## src/rom_pkg.sv

```systemverilog
////////////////////////////////////////
// graphics ROM widths and latency
// APB register map, attribute layout
////////////////////////////////////////

package rom_pkg;

    localparam int unsigned row_w   = 3;      // tile row inside the address
    localparam int unsigned rom_aw  = 11;     // {code, row}
    localparam int unsigned rom_dw  = 16;     // plane 1 high byte, plane 0 low byte
    localparam int unsigned rom_lat = 2;      // strobe to data, in clk

    localparam int unsigned apb_aw = 8;
    localparam int unsigned apb_dw = 32;

    localparam logic [apb_aw-1:0] reg_attr_base = 8'h00; // one word per slot
    localparam logic [apb_aw-1:0] reg_ctrl      = 8'h80; // bit 0 vflip
    localparam logic [apb_aw-1:0] reg_peek_addr = 8'h84;
    localparam logic [apb_aw-1:0] reg_peek_data = 8'h88;

    // attribute word fields
    localparam int unsigned attr_code_lsb  = 0;
    localparam int unsigned attr_col_lsb   = 8;
    localparam int unsigned attr_hflip_bit = 11;
    localparam int unsigned attr_en_bit    = 12;

endpackage

```

## src/video_pkg.sv

```systemverilog
////////////////////////////////////////
// raster sizes for the sprite layer
// slot geometry and field widths
////////////////////////////////////////

package video_pkg;

    // raster, counted in pixel enables
    localparam int unsigned h_total  = 288;   // pixel enables per line
    localparam int unsigned h_active = 256;   // visible pixels
    localparam int unsigned v_total  = 240;   // lines per frame
    localparam int unsigned v_active = 224;   // visible lines

    localparam int unsigned h_w = 9;          // horizontal counter width
    localparam int unsigned v_w = 9;          // vertical counter width

    // slot geometry
    localparam int unsigned slot_px   = 8;    // pixels per slot
    localparam int unsigned num_slots = 32;
    localparam int unsigned slot_w    = $clog2(num_slots);
    localparam int unsigned px_lsb    = $clog2(slot_px); // h bit where slot index starts

    // attribute and pixel fields
    localparam int unsigned code_w = 8;       // tile code
    localparam int unsigned col_w  = 3;       // colour
    localparam int unsigned pix_w  = 2;       // two planes

endpackage
```

## src/obj_video_top.sv

```systemverilog
////////////////////////////////////////
// obj_video_top
// timing, attribute regs, ROM arbiter
// and pixel shifter
////////////////////////////////////////

`timescale 1ns/1ps

module obj_video_top (
    input  logic                          clk,
    input  logic                          rst_n,
    // APB slave
    input  logic [rom_pkg::apb_aw-1:0]    paddr,
    input  logic                          psel,
    input  logic                          penable,
    input  logic                          pwrite,
    input  logic [rom_pkg::apb_dw-1:0]    pwdata,
    output logic [rom_pkg::apb_dw-1:0]    prdata,
    output logic                          pready,
    output logic                          pslverr,
    // graphics ROM
    output logic                          rom_rd,
    output logic [rom_pkg::rom_aw-1:0]    rom_addr,
    input  logic [rom_pkg::rom_dw-1:0]    rom_data,
    // tagged pixels
    output logic                          pix_cen,
    output logic [video_pkg::h_w-1:0]     h_pos,
    output logic [video_pkg::v_w-1:0]     v_pos,
    output logic [video_pkg::pix_w-1:0]   obj_pix,
    output logic [video_pkg::col_w-1:0]   obj_col
);
    import video_pkg::*;
    import rom_pkg::*;

    logic              tim_cen;   // raster enable, before output register
    logic [h_w-1:0]    h_cnt;
    logic [v_w-1:0]    v_cnt;
    logic              hblank, vblank;
    logic [slot_w-1:0] slot;
    logic [code_w-1:0] attr_code;
    logic [col_w-1:0]  attr_col;
    logic              attr_hflip, attr_en, vflip;
    logic              vid_req, vid_gnt, vid_valid;
    logic [rom_aw-1:0] vid_addr;
    logic              peek_req, peek_gnt, peek_valid;
    logic [rom_aw-1:0] peek_addr;
    logic [rom_dw-1:0] rd_data;

    video_timing i_video_timing (
        .clk, .rst_n, .pix_cen(tim_cen), .h_cnt, .v_cnt, .hblank, .vblank
    );

    obj_attr_regs i_obj_attr_regs (
        .clk, .rst_n, .paddr, .psel, .penable, .pwrite, .pwdata,
        .prdata, .pready, .pslverr,
        .slot, .attr_code, .attr_col, .attr_hflip, .attr_en, .vflip,
        .peek_req, .peek_addr, .peek_gnt, .peek_valid, .peek_data(rd_data)
    );

    // video fetch first, CPU peek second
    rom_arbiter i_rom_arbiter (
        .clk, .rst_n,
        .vid_req, .vid_addr, .vid_gnt, .vid_valid,
        .cpu_req(peek_req), .cpu_addr(peek_addr), .cpu_gnt(peek_gnt), .cpu_valid(peek_valid),
        .rd_data, .rom_rd, .rom_addr, .rom_data
    );

    obj_shifter i_obj_shifter (
        .clk, .rst_n, .pix_cen(tim_cen), .h_cnt, .v_cnt, .hblank, .vblank,
        .slot, .attr_code, .attr_col, .attr_hflip, .attr_en, .vflip,
        .vid_req, .vid_addr, .vid_gnt, .vid_valid, .rd_data,
        .pix_cen_o(pix_cen), .h_pos, .v_pos, .obj_pix, .obj_col
    );

endmodule

```

## src/obj_shifter.sv

```systemverilog
////////////////////////////////////////
// obj_shifter
// next slot fetch, tile word load
// flip aware 2-plane pixel shifter
////////////////////////////////////////

`timescale 1ns/1ps

module obj_shifter (
    input  logic                           clk,
    input  logic                           rst_n,
    input  logic                           pix_cen,
    input  logic [video_pkg::h_w-1:0]      h_cnt,
    input  logic [video_pkg::v_w-1:0]      v_cnt,
    input  logic                           hblank,
    input  logic                           vblank,
    output logic [video_pkg::slot_w-1:0]   slot,
    input  logic [video_pkg::code_w-1:0]   attr_code,
    input  logic [video_pkg::col_w-1:0]    attr_col,
    input  logic                           attr_hflip,
    input  logic                           attr_en,
    input  logic                           vflip,
    output logic                           vid_req,
    output logic [rom_pkg::rom_aw-1:0]     vid_addr,
    input  logic                           vid_gnt,
    input  logic                           vid_valid,
    input  logic [rom_pkg::rom_dw-1:0]     rd_data,
    output logic                           pix_cen_o,
    output logic [video_pkg::h_w-1:0]      h_pos,
    output logic [video_pkg::v_w-1:0]      v_pos,
    output logic [video_pkg::pix_w-1:0]    obj_pix,
    output logic [video_pkg::col_w-1:0]    obj_col
);
    import video_pkg::*;
    import rom_pkg::*;

    logic [h_w:0]       h_ahead;   // one slot ahead, may pass h_total
    logic [h_w:0]       h_disp;
    logic               wrap;      // next slot is on the next line
    logic [v_w-1:0]     v_disp;
    logic [row_w-1:0]   row;
    logic               fetch_stb;
    logic               load_stb;
    logic [rom_dw-1:0]  word_q;
    logic [slot_px-1:0] plane1, plane0;
    logic [col_w-1:0]   pend_col, cur_col;
    logic               pend_hflip, pend_en, cur_hflip, cur_en;

    assign h_ahead = {1'b0, h_cnt} + (h_w+1)'(slot_px);
    assign wrap    = (h_ahead >= (h_w+1)'(h_total));
    assign h_disp  = wrap ? h_ahead - (h_w+1)'(h_total) : h_ahead;
    assign v_disp  = wrap ? v_cnt + 1'b1 : v_cnt;   // v_total is a multiple of 8
    assign slot    = h_disp[px_lsb +: slot_w];
    assign row     = v_disp[row_w-1:0] ^ {row_w{vflip}};

    assign fetch_stb = pix_cen & (h_cnt[px_lsb-1:0] == 3'd1);
    assign load_stb  = pix_cen & (h_cnt[px_lsb-1:0] == 3'd7);

    always_ff @(posedge clk) begin
        if (fetch_stb) begin
            vid_addr <= {attr_code, row};
            pend_col <= attr_col;
        end
        if (vid_valid) word_q <= rd_data;
        if (load_stb) begin
            plane1  <= word_q[rom_dw-1 -: slot_px];
            plane0  <= word_q[slot_px-1:0];
            cur_col <= pend_col;
        end else if (pix_cen) begin
            plane1 <= cur_hflip ? {plane1[slot_px-2:0], 1'b0} : {1'b0, plane1[slot_px-1:1]};
            plane0 <= cur_hflip ? {plane0[slot_px-2:0], 1'b0} : {1'b0, plane0[slot_px-1:1]};
        end
    end

    always_ff @(posedge clk or negedge rst_n) begin
        if (!rst_n) begin
            vid_req    <= 1'b0;
            pend_hflip <= 1'b0;
            pend_en    <= 1'b0;
            cur_hflip  <= 1'b0;
            cur_en     <= 1'b0;
            pix_cen_o  <= 1'b0;
            h_pos      <= '0;
            v_pos      <= '0;
            obj_pix    <= '0;
            obj_col    <= '0;
        end else begin
            if (fetch_stb) begin
                vid_req    <= 1'b1;        // held until granted
                pend_hflip <= attr_hflip;
                pend_en    <= attr_en;
            end else if (vid_gnt) begin
                vid_req <= 1'b0;
            end
            if (load_stb) begin
                cur_hflip <= pend_hflip;
                cur_en    <= pend_en;
            end
            pix_cen_o <= pix_cen;          // outputs move with their tags
            if (pix_cen) begin
                h_pos <= h_cnt;
                v_pos <= v_cnt;
                if (hblank || vblank || !cur_en) begin
                    obj_pix <= '0;
                    obj_col <= '0;
                end else begin
                    obj_pix <= cur_hflip ? {plane1[slot_px-1], plane0[slot_px-1]}
                                         : {plane1[0], plane0[0]};
                    obj_col <= cur_col;
                end
            end
        end
    end

endmodule

```

## src/rom_arbiter.sv

```systemverilog
////////////////////////////////////////
// rom_arbiter
// fixed priority, video over CPU peek
// owner tag delay line routes returns
////////////////////////////////////////

`timescale 1ns/1ps

module rom_arbiter (
    input  logic                       clk,
    input  logic                       rst_n,
    input  logic                       vid_req,
    input  logic [rom_pkg::rom_aw-1:0] vid_addr,
    output logic                       vid_gnt,
    output logic                       vid_valid,
    input  logic                       cpu_req,
    input  logic [rom_pkg::rom_aw-1:0] cpu_addr,
    output logic                       cpu_gnt,
    output logic                       cpu_valid,
    output logic [rom_pkg::rom_dw-1:0] rd_data,
    output logic                       rom_rd,
    output logic [rom_pkg::rom_aw-1:0] rom_addr,
    input  logic [rom_pkg::rom_dw-1:0] rom_data
);
    import rom_pkg::*;

    // one-hot owner per stage, bit 0 video, bit 1 cpu
    // stage 0 lines up with rom_rd, stage rom_lat with rom_data
    logic [1:0] tag_q [rom_lat+1];

    // video wins any tie, one grant per clock
    assign vid_gnt = vid_req;
    assign cpu_gnt = cpu_req & ~vid_req;

    assign rom_rd    = |tag_q[0];
    assign vid_valid = tag_q[rom_lat][0];
    assign cpu_valid = tag_q[rom_lat][1];
    assign rd_data   = rom_data;   // shared return bus, qualified by the valids

    always_ff @(posedge clk or negedge rst_n) begin
        if (!rst_n) begin
            for (int i = 0; i <= rom_lat; i++) begin
                tag_q[i] <= '0;
            end
        end else begin
            tag_q[0] <= {cpu_gnt, vid_gnt};
            for (int i = 1; i <= rom_lat; i++) begin
                tag_q[i] <= tag_q[i-1];   // reads may overlap
            end
        end
    end

    // address registered with the strobe
    always_ff @(posedge clk) begin
        if (vid_gnt) begin
            rom_addr <= vid_addr;
        end else if (cpu_gnt) begin
            rom_addr <= cpu_addr;
        end
    end

endmodule

```

## src/obj_attr_regs.sv

```systemverilog
////////////////////////////////////////
// obj_attr_regs
// APB slave, slot attribute table
// vflip control, ROM peek registers
////////////////////////////////////////

`timescale 1ns/1ps

module obj_attr_regs (
    input  logic                           clk,
    input  logic                           rst_n,
    input  logic [rom_pkg::apb_aw-1:0]     paddr,
    input  logic                           psel,
    input  logic                           penable,
    input  logic                           pwrite,
    input  logic [rom_pkg::apb_dw-1:0]     pwdata,
    output logic [rom_pkg::apb_dw-1:0]     prdata,
    output logic                           pready,
    output logic                           pslverr,
    input  logic [video_pkg::slot_w-1:0]   slot,
    output logic [video_pkg::code_w-1:0]   attr_code,
    output logic [video_pkg::col_w-1:0]    attr_col,
    output logic                           attr_hflip,
    output logic                           attr_en,
    output logic                           vflip,
    output logic                           peek_req,
    output logic [rom_pkg::rom_aw-1:0]     peek_addr,
    input  logic                           peek_gnt,
    input  logic                           peek_valid,
    input  logic [rom_pkg::rom_dw-1:0]     peek_data
);
    import video_pkg::*;
    import rom_pkg::*;

    logic [code_w-1:0]    code_mem [num_slots];
    logic [col_w-1:0]     col_mem  [num_slots];
    logic [num_slots-1:0] hflip_mem;
    logic [num_slots-1:0] en_q;          // enables cleared on reset
    logic [rom_dw-1:0]    peek_q;        // last word read from ROM
    logic                 peek_done;
    logic [apb_aw-1:0]    attr_off;
    logic [slot_w-1:0]    idx;
    logic                 is_attr;
    logic                 wr_en;
    logic                 peek_rd;

    assign attr_off = paddr - reg_attr_base;
    assign idx      = attr_off[2 +: slot_w];  // word aligned
    assign is_attr  = (paddr < reg_ctrl);
    assign wr_en    = psel & penable & pwrite;
    assign peek_rd  = psel & ~pwrite & (paddr == reg_peek_data);

    // stall only the peek data read until the word is back
    assign pready  = ~(peek_rd & penable) | peek_done;
    assign pslverr = 1'b0;

    // attribute lookup for the shifter
    assign attr_code  = code_mem[slot];
    assign attr_col   = col_mem[slot];
    assign attr_hflip = hflip_mem[slot];
    assign attr_en    = en_q[slot];

    always_ff @(posedge clk) begin
        if (wr_en && is_attr) begin
            code_mem[idx]  <= pwdata[attr_code_lsb +: code_w];
            col_mem[idx]   <= pwdata[attr_col_lsb +: col_w];
            hflip_mem[idx] <= pwdata[attr_hflip_bit];
        end
        if (wr_en && paddr == reg_peek_addr) peek_addr <= pwdata[rom_aw-1:0];
        if (peek_valid) peek_q <= peek_data;
    end

    always_ff @(posedge clk or negedge rst_n) begin
        if (!rst_n) begin
            en_q      <= '0;
            vflip     <= 1'b0;
            peek_req  <= 1'b0;
            peek_done <= 1'b0;
        end else begin
            if (wr_en && is_attr) en_q[idx] <= pwdata[attr_en_bit];
            if (wr_en && paddr == reg_ctrl) vflip <= pwdata[0];
            if (peek_rd && !penable) begin
                peek_req <= 1'b1;          // setup phase starts the ROM read
            end else if (peek_gnt) begin
                peek_req <= 1'b0;
            end
            if (peek_rd && penable && peek_done) begin
                peek_done <= 1'b0;         // transfer done
            end else if (peek_valid) begin
                peek_done <= 1'b1;
            end
        end
    end

    // read-back mux
    always_comb begin
        prdata = '0;
        if (is_attr) begin
            prdata[attr_code_lsb +: code_w] = code_mem[idx];
            prdata[attr_col_lsb +: col_w]   = col_mem[idx];
            prdata[attr_hflip_bit]          = hflip_mem[idx];
            prdata[attr_en_bit]             = en_q[idx];
        end else begin
            case (paddr)
                reg_ctrl:      prdata[0]          = vflip;
                reg_peek_addr: prdata[rom_aw-1:0] = peek_addr;
                reg_peek_data: prdata[rom_dw-1:0] = peek_q;
                default:       prdata             = '0;
            endcase
        end
    end

endmodule

```

## src/video_timing.sv

```systemverilog
////////////////////////////////////////
// video_timing
// pixel enable at clk/2, h and v counters
// registered blanking flags
////////////////////////////////////////

`timescale 1ns/1ps

module video_timing (
    input  logic                    clk,
    input  logic                    rst_n,
    output logic                    pix_cen,
    output logic [video_pkg::h_w-1:0] h_cnt,
    output logic [video_pkg::v_w-1:0] v_cnt,
    output logic                    hblank,
    output logic                    vblank
);
    import video_pkg::*;

    logic           h_last;   // last enable of the line
    logic           v_last;
    logic [h_w-1:0] h_next;
    logic [v_w-1:0] v_next;

    assign h_last = (h_cnt == h_w'(h_total - 1));
    assign v_last = (v_cnt == v_w'(v_total - 1));
    assign h_next = h_last ? '0 : h_cnt + 1'b1;

    // line counter only moves at end of line
    always_comb begin
        v_next = v_cnt;
        if (h_last) begin
            v_next = v_last ? '0 : v_cnt + 1'b1;
        end
    end

    always_ff @(posedge clk or negedge rst_n) begin
        if (!rst_n) begin
            pix_cen <= 1'b0;
            h_cnt   <= '0;
            v_cnt   <= '0;
            hblank  <= 1'b0;
            vblank  <= 1'b0;
        end else begin
            pix_cen <= ~pix_cen;   // high every second clk
            if (pix_cen) begin
                h_cnt  <= h_next;
                v_cnt  <= v_next;
                hblank <= (h_next >= h_w'(h_active)); // flags track the counters
                vblank <= (v_next >= v_w'(v_active));
            end
        end
    end

endmodule

```

## config.mk

```make
export PLATFORM = sky130hd
export DESIGN_NAME = obj_video_top
export DESIGN_NICKNAME = d
export VERILOG_FILES = /design/src/rom_pkg.sv /design/src/video_pkg.sv /design/src/obj_video_top.sv /design/src/obj_shifter.sv /design/src/rom_arbiter.sv /design/src/obj_attr_regs.sv /design/src/video_timing.sv
export SDC_FILE = /design/constraint.sdc
export NUM_CORES = 1
export LEC_CHECK = 0
export BUFFER_PORTS_ARGS = -buffer_cell sky130_fd_sc_hd__buf_2
export CAP_MARGIN = 20
export CORE_AREA = 2 2 257 259
export CTS_CLUSTER_SIZE = 20
export DETAILED_ROUTE_END_ITERATION = 12
export DIE_AREA = 0 0 259 261
export GPL_TIMING_DRIVEN = 0
export PLACE_DENSITY = 0.63
export SLEW_MARGIN = 40
export SYNTH_ARGS = -nofsm -noshare
export SYNTH_HDL_FRONTEND = slang
export SYNTH_SLANG_ARGS = --single-unit
```

## constraint.sdc

```tcl
create_clock -name clk -period 3.4 [get_ports clk]
set_input_delay 0 -clock clk [delete_from_list [all_inputs] [get_ports clk]]
set_output_delay 0 -clock clk [all_outputs]
set_load 0.03 [all_outputs]
```

==> impl_metrics.toml <==
[clock_network]
clock_path_buffers = 3
clkSlewWorstSetupHoldPaths_ps = 60
root_buffer = "clkbuf_16"
tritoncts = "done"
cts_inserted_buffers = 58
cts_sinks = 561
clk_latency_ps = 620
htreeDepth = 2

[sta]
slew_violations = 0
finalClockSkew_ps = 23.3
rsz0062_at_grt = "false"
slew_headroom_pct = 39.1
tightest_slew_ps = 914
fmax_mhz = 301
fin_crit_ps = 3320
setup_ws_ps = 75.3
finalHoldViolCount = 0
holdWs_ps = 30.5
fin_crit_sh_pct = 97.8
finalSetupViolations = 0

[logic_synthesis]
yosysWarnings = 0
synth-edff-count = 471
synth_area_leader_cell = "edfxtp_1"
netlist.area_leader.share_pct = 54.9
synth.distinct_cells = 61
synth_area_per_cell_um2 = 17.9
ys_seq_area_share_pct = 63.6
ys_seq_elements = 561
ys.flop_type = "edfxtp_1"
ys_top_cells_by_area = "edfxtp_1 55%, mux4_2 19%, dfrtp_1 8.7%"
synth_area_um2 = 25800
synthCells = 1443
async_reset_ff_share_pct = 16.0

[critical_path]
cp_top_family = "simple AND/OR/NAND/NOR gates"
crit_top_cell = "buf_2"
crit_type = "input pin to primary output"
path_buf_inv = 3
max_stage_delay_ps = 730
crit_path_start_kind = "input pin"
reg2regPathDepth = 8
cp.required_ps = 3400
end_kind = "primary output"
crit_chain = "clkbuf_1 -> nor3_2 -> nand3_1 -> nor2_1 -> and2_1 -> buf_2 -> a22oi_1 -> a2bb2oi_1 -> buf_2"
crit_arrival_ps = 3320
critPathSlowestCell = "nor3_2"
path_max_fanout = 10
crit_cells = 9

[placed_design]
place_hpwl_mm = 55.7
post-place-ws_ps = -299
dp.cells = 2420
dpl-instance-area_um2 = 27800
port_buffers = 89
place_congestion = 0.966

[floorplanning]
die_area_um2 = 67600
die_y_um = 261
ios = 131
core_um2 = 65000
die_w_um = 259
start_util_pct = 39.6
rows = 94

[finish]
nets = 1721
area_growth_pct = 16.3
final_util_pct = 46.1
stdcell_area_um2 = 30000
mostFrequentLayoutCell = "edfxtp_1"
most-common-layout-cells = "471 x edfxtp_1, 215 x mux4_2, 121 x buf_2, 90 x dfrtp_1, 74 x mux2_2"
final_cells = 2566
drive_gt1_share_pct = 36.0

[routing]
first_pass_iters = 5
vias = 15725
antenna_left = 0
drt-initial-drc-count = 2013
wire_per_inst_um = 31.3
wirelength_mm = 80.3
vias_per_cell = 6.13
drc_errors = 0

[power]
p_leak_nw = 10.2
powerDensity_nw_per_um2 = 474
peakVddDrop_uv = 325

[global_route]
grt_usage_pct = 23.7
grt_overflow_total = 0
antenna_found_initial = 7
grt_pass1_vias = 15441
grt_max_degree = 68
grt_pass1_wl_mm = 113

[run]
cap_violations = 0

[run_status]
outcome = "completed"

[min_path]
hold_depth = 1
hold_class = "input pin to flip-flop"
## where the power goes
group	total [mW]	leakage (nW)	switching, mW	internal [mW]
registers	7.50	5.46	0.0203	7.48
clock network	5.95	0.852	2.64	3.31
logic	0.768	3.93	0.500	0.268
## what timing repair did
item                                   in CTS  in global routing
endpoints found under the hold margin     355                  0
setup buffers                               0                  1
hold buffers                               34                  0
setup endpoints to repair                  12                  9
resized for setup                          15                 11
pin swaps                                   0                  1
## path summary, 6_finish.rpt
kind                                                      from                                  endpoint  slack, ps
max                                                   paddr[5]                                 prdata[1]         80
min                                                  pwdata[9]  i_obj_attr_regs.col_mem[19][1]$_DFFE_PP_         30
max reg2reg                i_video_timing.h_cnt[3]$_DFFE_PN0P_      i_obj_shifter.vid_addr[10]$_DFFE_PP_        120
min reg2reg                   i_rom_arbiter.tag_q[2]$_DFF_PN0_         i_rom_arbiter.vid_valid$_DFF_PN0_        350
max in group asynchronous                                rst_n        i_obj_shifter.h_pos[1]$_DFFE_PN0P_       2440
min in group asynchronous                                rst_n        i_obj_shifter.v_pos[6]$_DFFE_PN0P_        480
## registers in the layout (all words and copies together) (netlist names), 3 cells and up
name	flops
i_obj_attr_regs.code_mem	256
i_obj_attr_regs.col_mem	96
i_obj_attr_regs.en_q	32
i_obj_attr_regs.hflip_mem	32
i_obj_attr_regs.peek_addr	11
i_obj_attr_regs.peek_q	16
i_obj_shifter.cur_col	3
i_obj_shifter.h_pos	9
i_obj_shifter.obj_col	3
i_obj_shifter.pend_col	3
i_obj_shifter.plane0	8
i_obj_shifter.plane1	8
i_obj_shifter.v_pos	9
i_obj_shifter.vid_addr	11
i_obj_shifter.word_q	16
i_rom_arbiter.rom_addr	11
i_rom_arbiter.tag_q	4
i_video_timing.h_cnt	8
i_video_timing.v_cnt	9
## layout make-up
cell class | instances | area, µm²
well taps | 864 | 1080
diodes | 1 | 2.50
inverters | 11 | 41.3
flip-flops and latches | 561 | 16400
clock buffers | 81 | 1580
plain buffers | 118 | 661
fillers | 5503 | 35100
multi-input cells | 769 | 9090
repair buffers | 134 | 962
clock inverters | 27 | 165
## metal layers
| metal | GRT usage (%) | part of all wire (%) | routed length [µm] |
|---|---|---|---|
| met1 | 31.8 | 39 | 31500 |
| met2 | 38.1 | 47 | 38000 |
| met3 | 5.67 | 10 | 8010 |
| met4 | 7.96 | 3.5 | 2790 |
| met5 | 0 | 0.090 | 72 |
## Yosys cell counts, types with 9 or more instances
| master | count |
|---|---|
| edfxtp_1 | 471 |
| mux4_2 | 215 |
| dfrtp_1 | 90 |
| mux2_2 | 74 |
| nor2_1 | 56 |
| mux2i_1 | 50 |
| nand2_1 | 50 |
| clkbuf_1 | 47 |
| o21ai_0 | 34 |
| buf_2 | 33 |
| nor2b_1 | 30 |
| a22oi_1 | 29 |
| a211oi_1 | 27 |
| a21oi_1 | 26 |
| nand3_1 | 22 |
| buf_4 | 20 |
| a21o_1 | 14 |
| buf_1 | 12 |
| inv_1 | 11 |
| a221oi_1 | 10 |
| and3_1 | 10 |
| xnor2_1 | 9 |
## through the flow
stage	TNS [ps]	power (mW)
final	0	14.2
after global routing	0	14.5
after CTS	0	14.3
after detailed placement	-2450	8.37
after global placement	-138530	8.34
after floorplan	0	8.01
## kinds of logic (layout without fill, tap and decap cells)
| family | count (synthesis) | count (layout) | synth area share [%] |
|---|---|---|---|
| buffers and inverters | 129 | 371 | 2.50 |
| adder cells (fa/ha/maj) | 8 | 8 | 0.379 |
| other | 1 | 18 | 0.0145 |
| XOR/XNOR | 18 | 18 | 0.641 |
| AO/OA/AOI/OAI | 176 | 176 | 4.82 |
| flip-flops | 561 | 561 | 63.6 |
| AND/OR/NAND/NOR | 211 | 211 | 4.09 |
| multiplexers | 339 | 339 | 24.0 |
(Power assumes the default switching activity.)
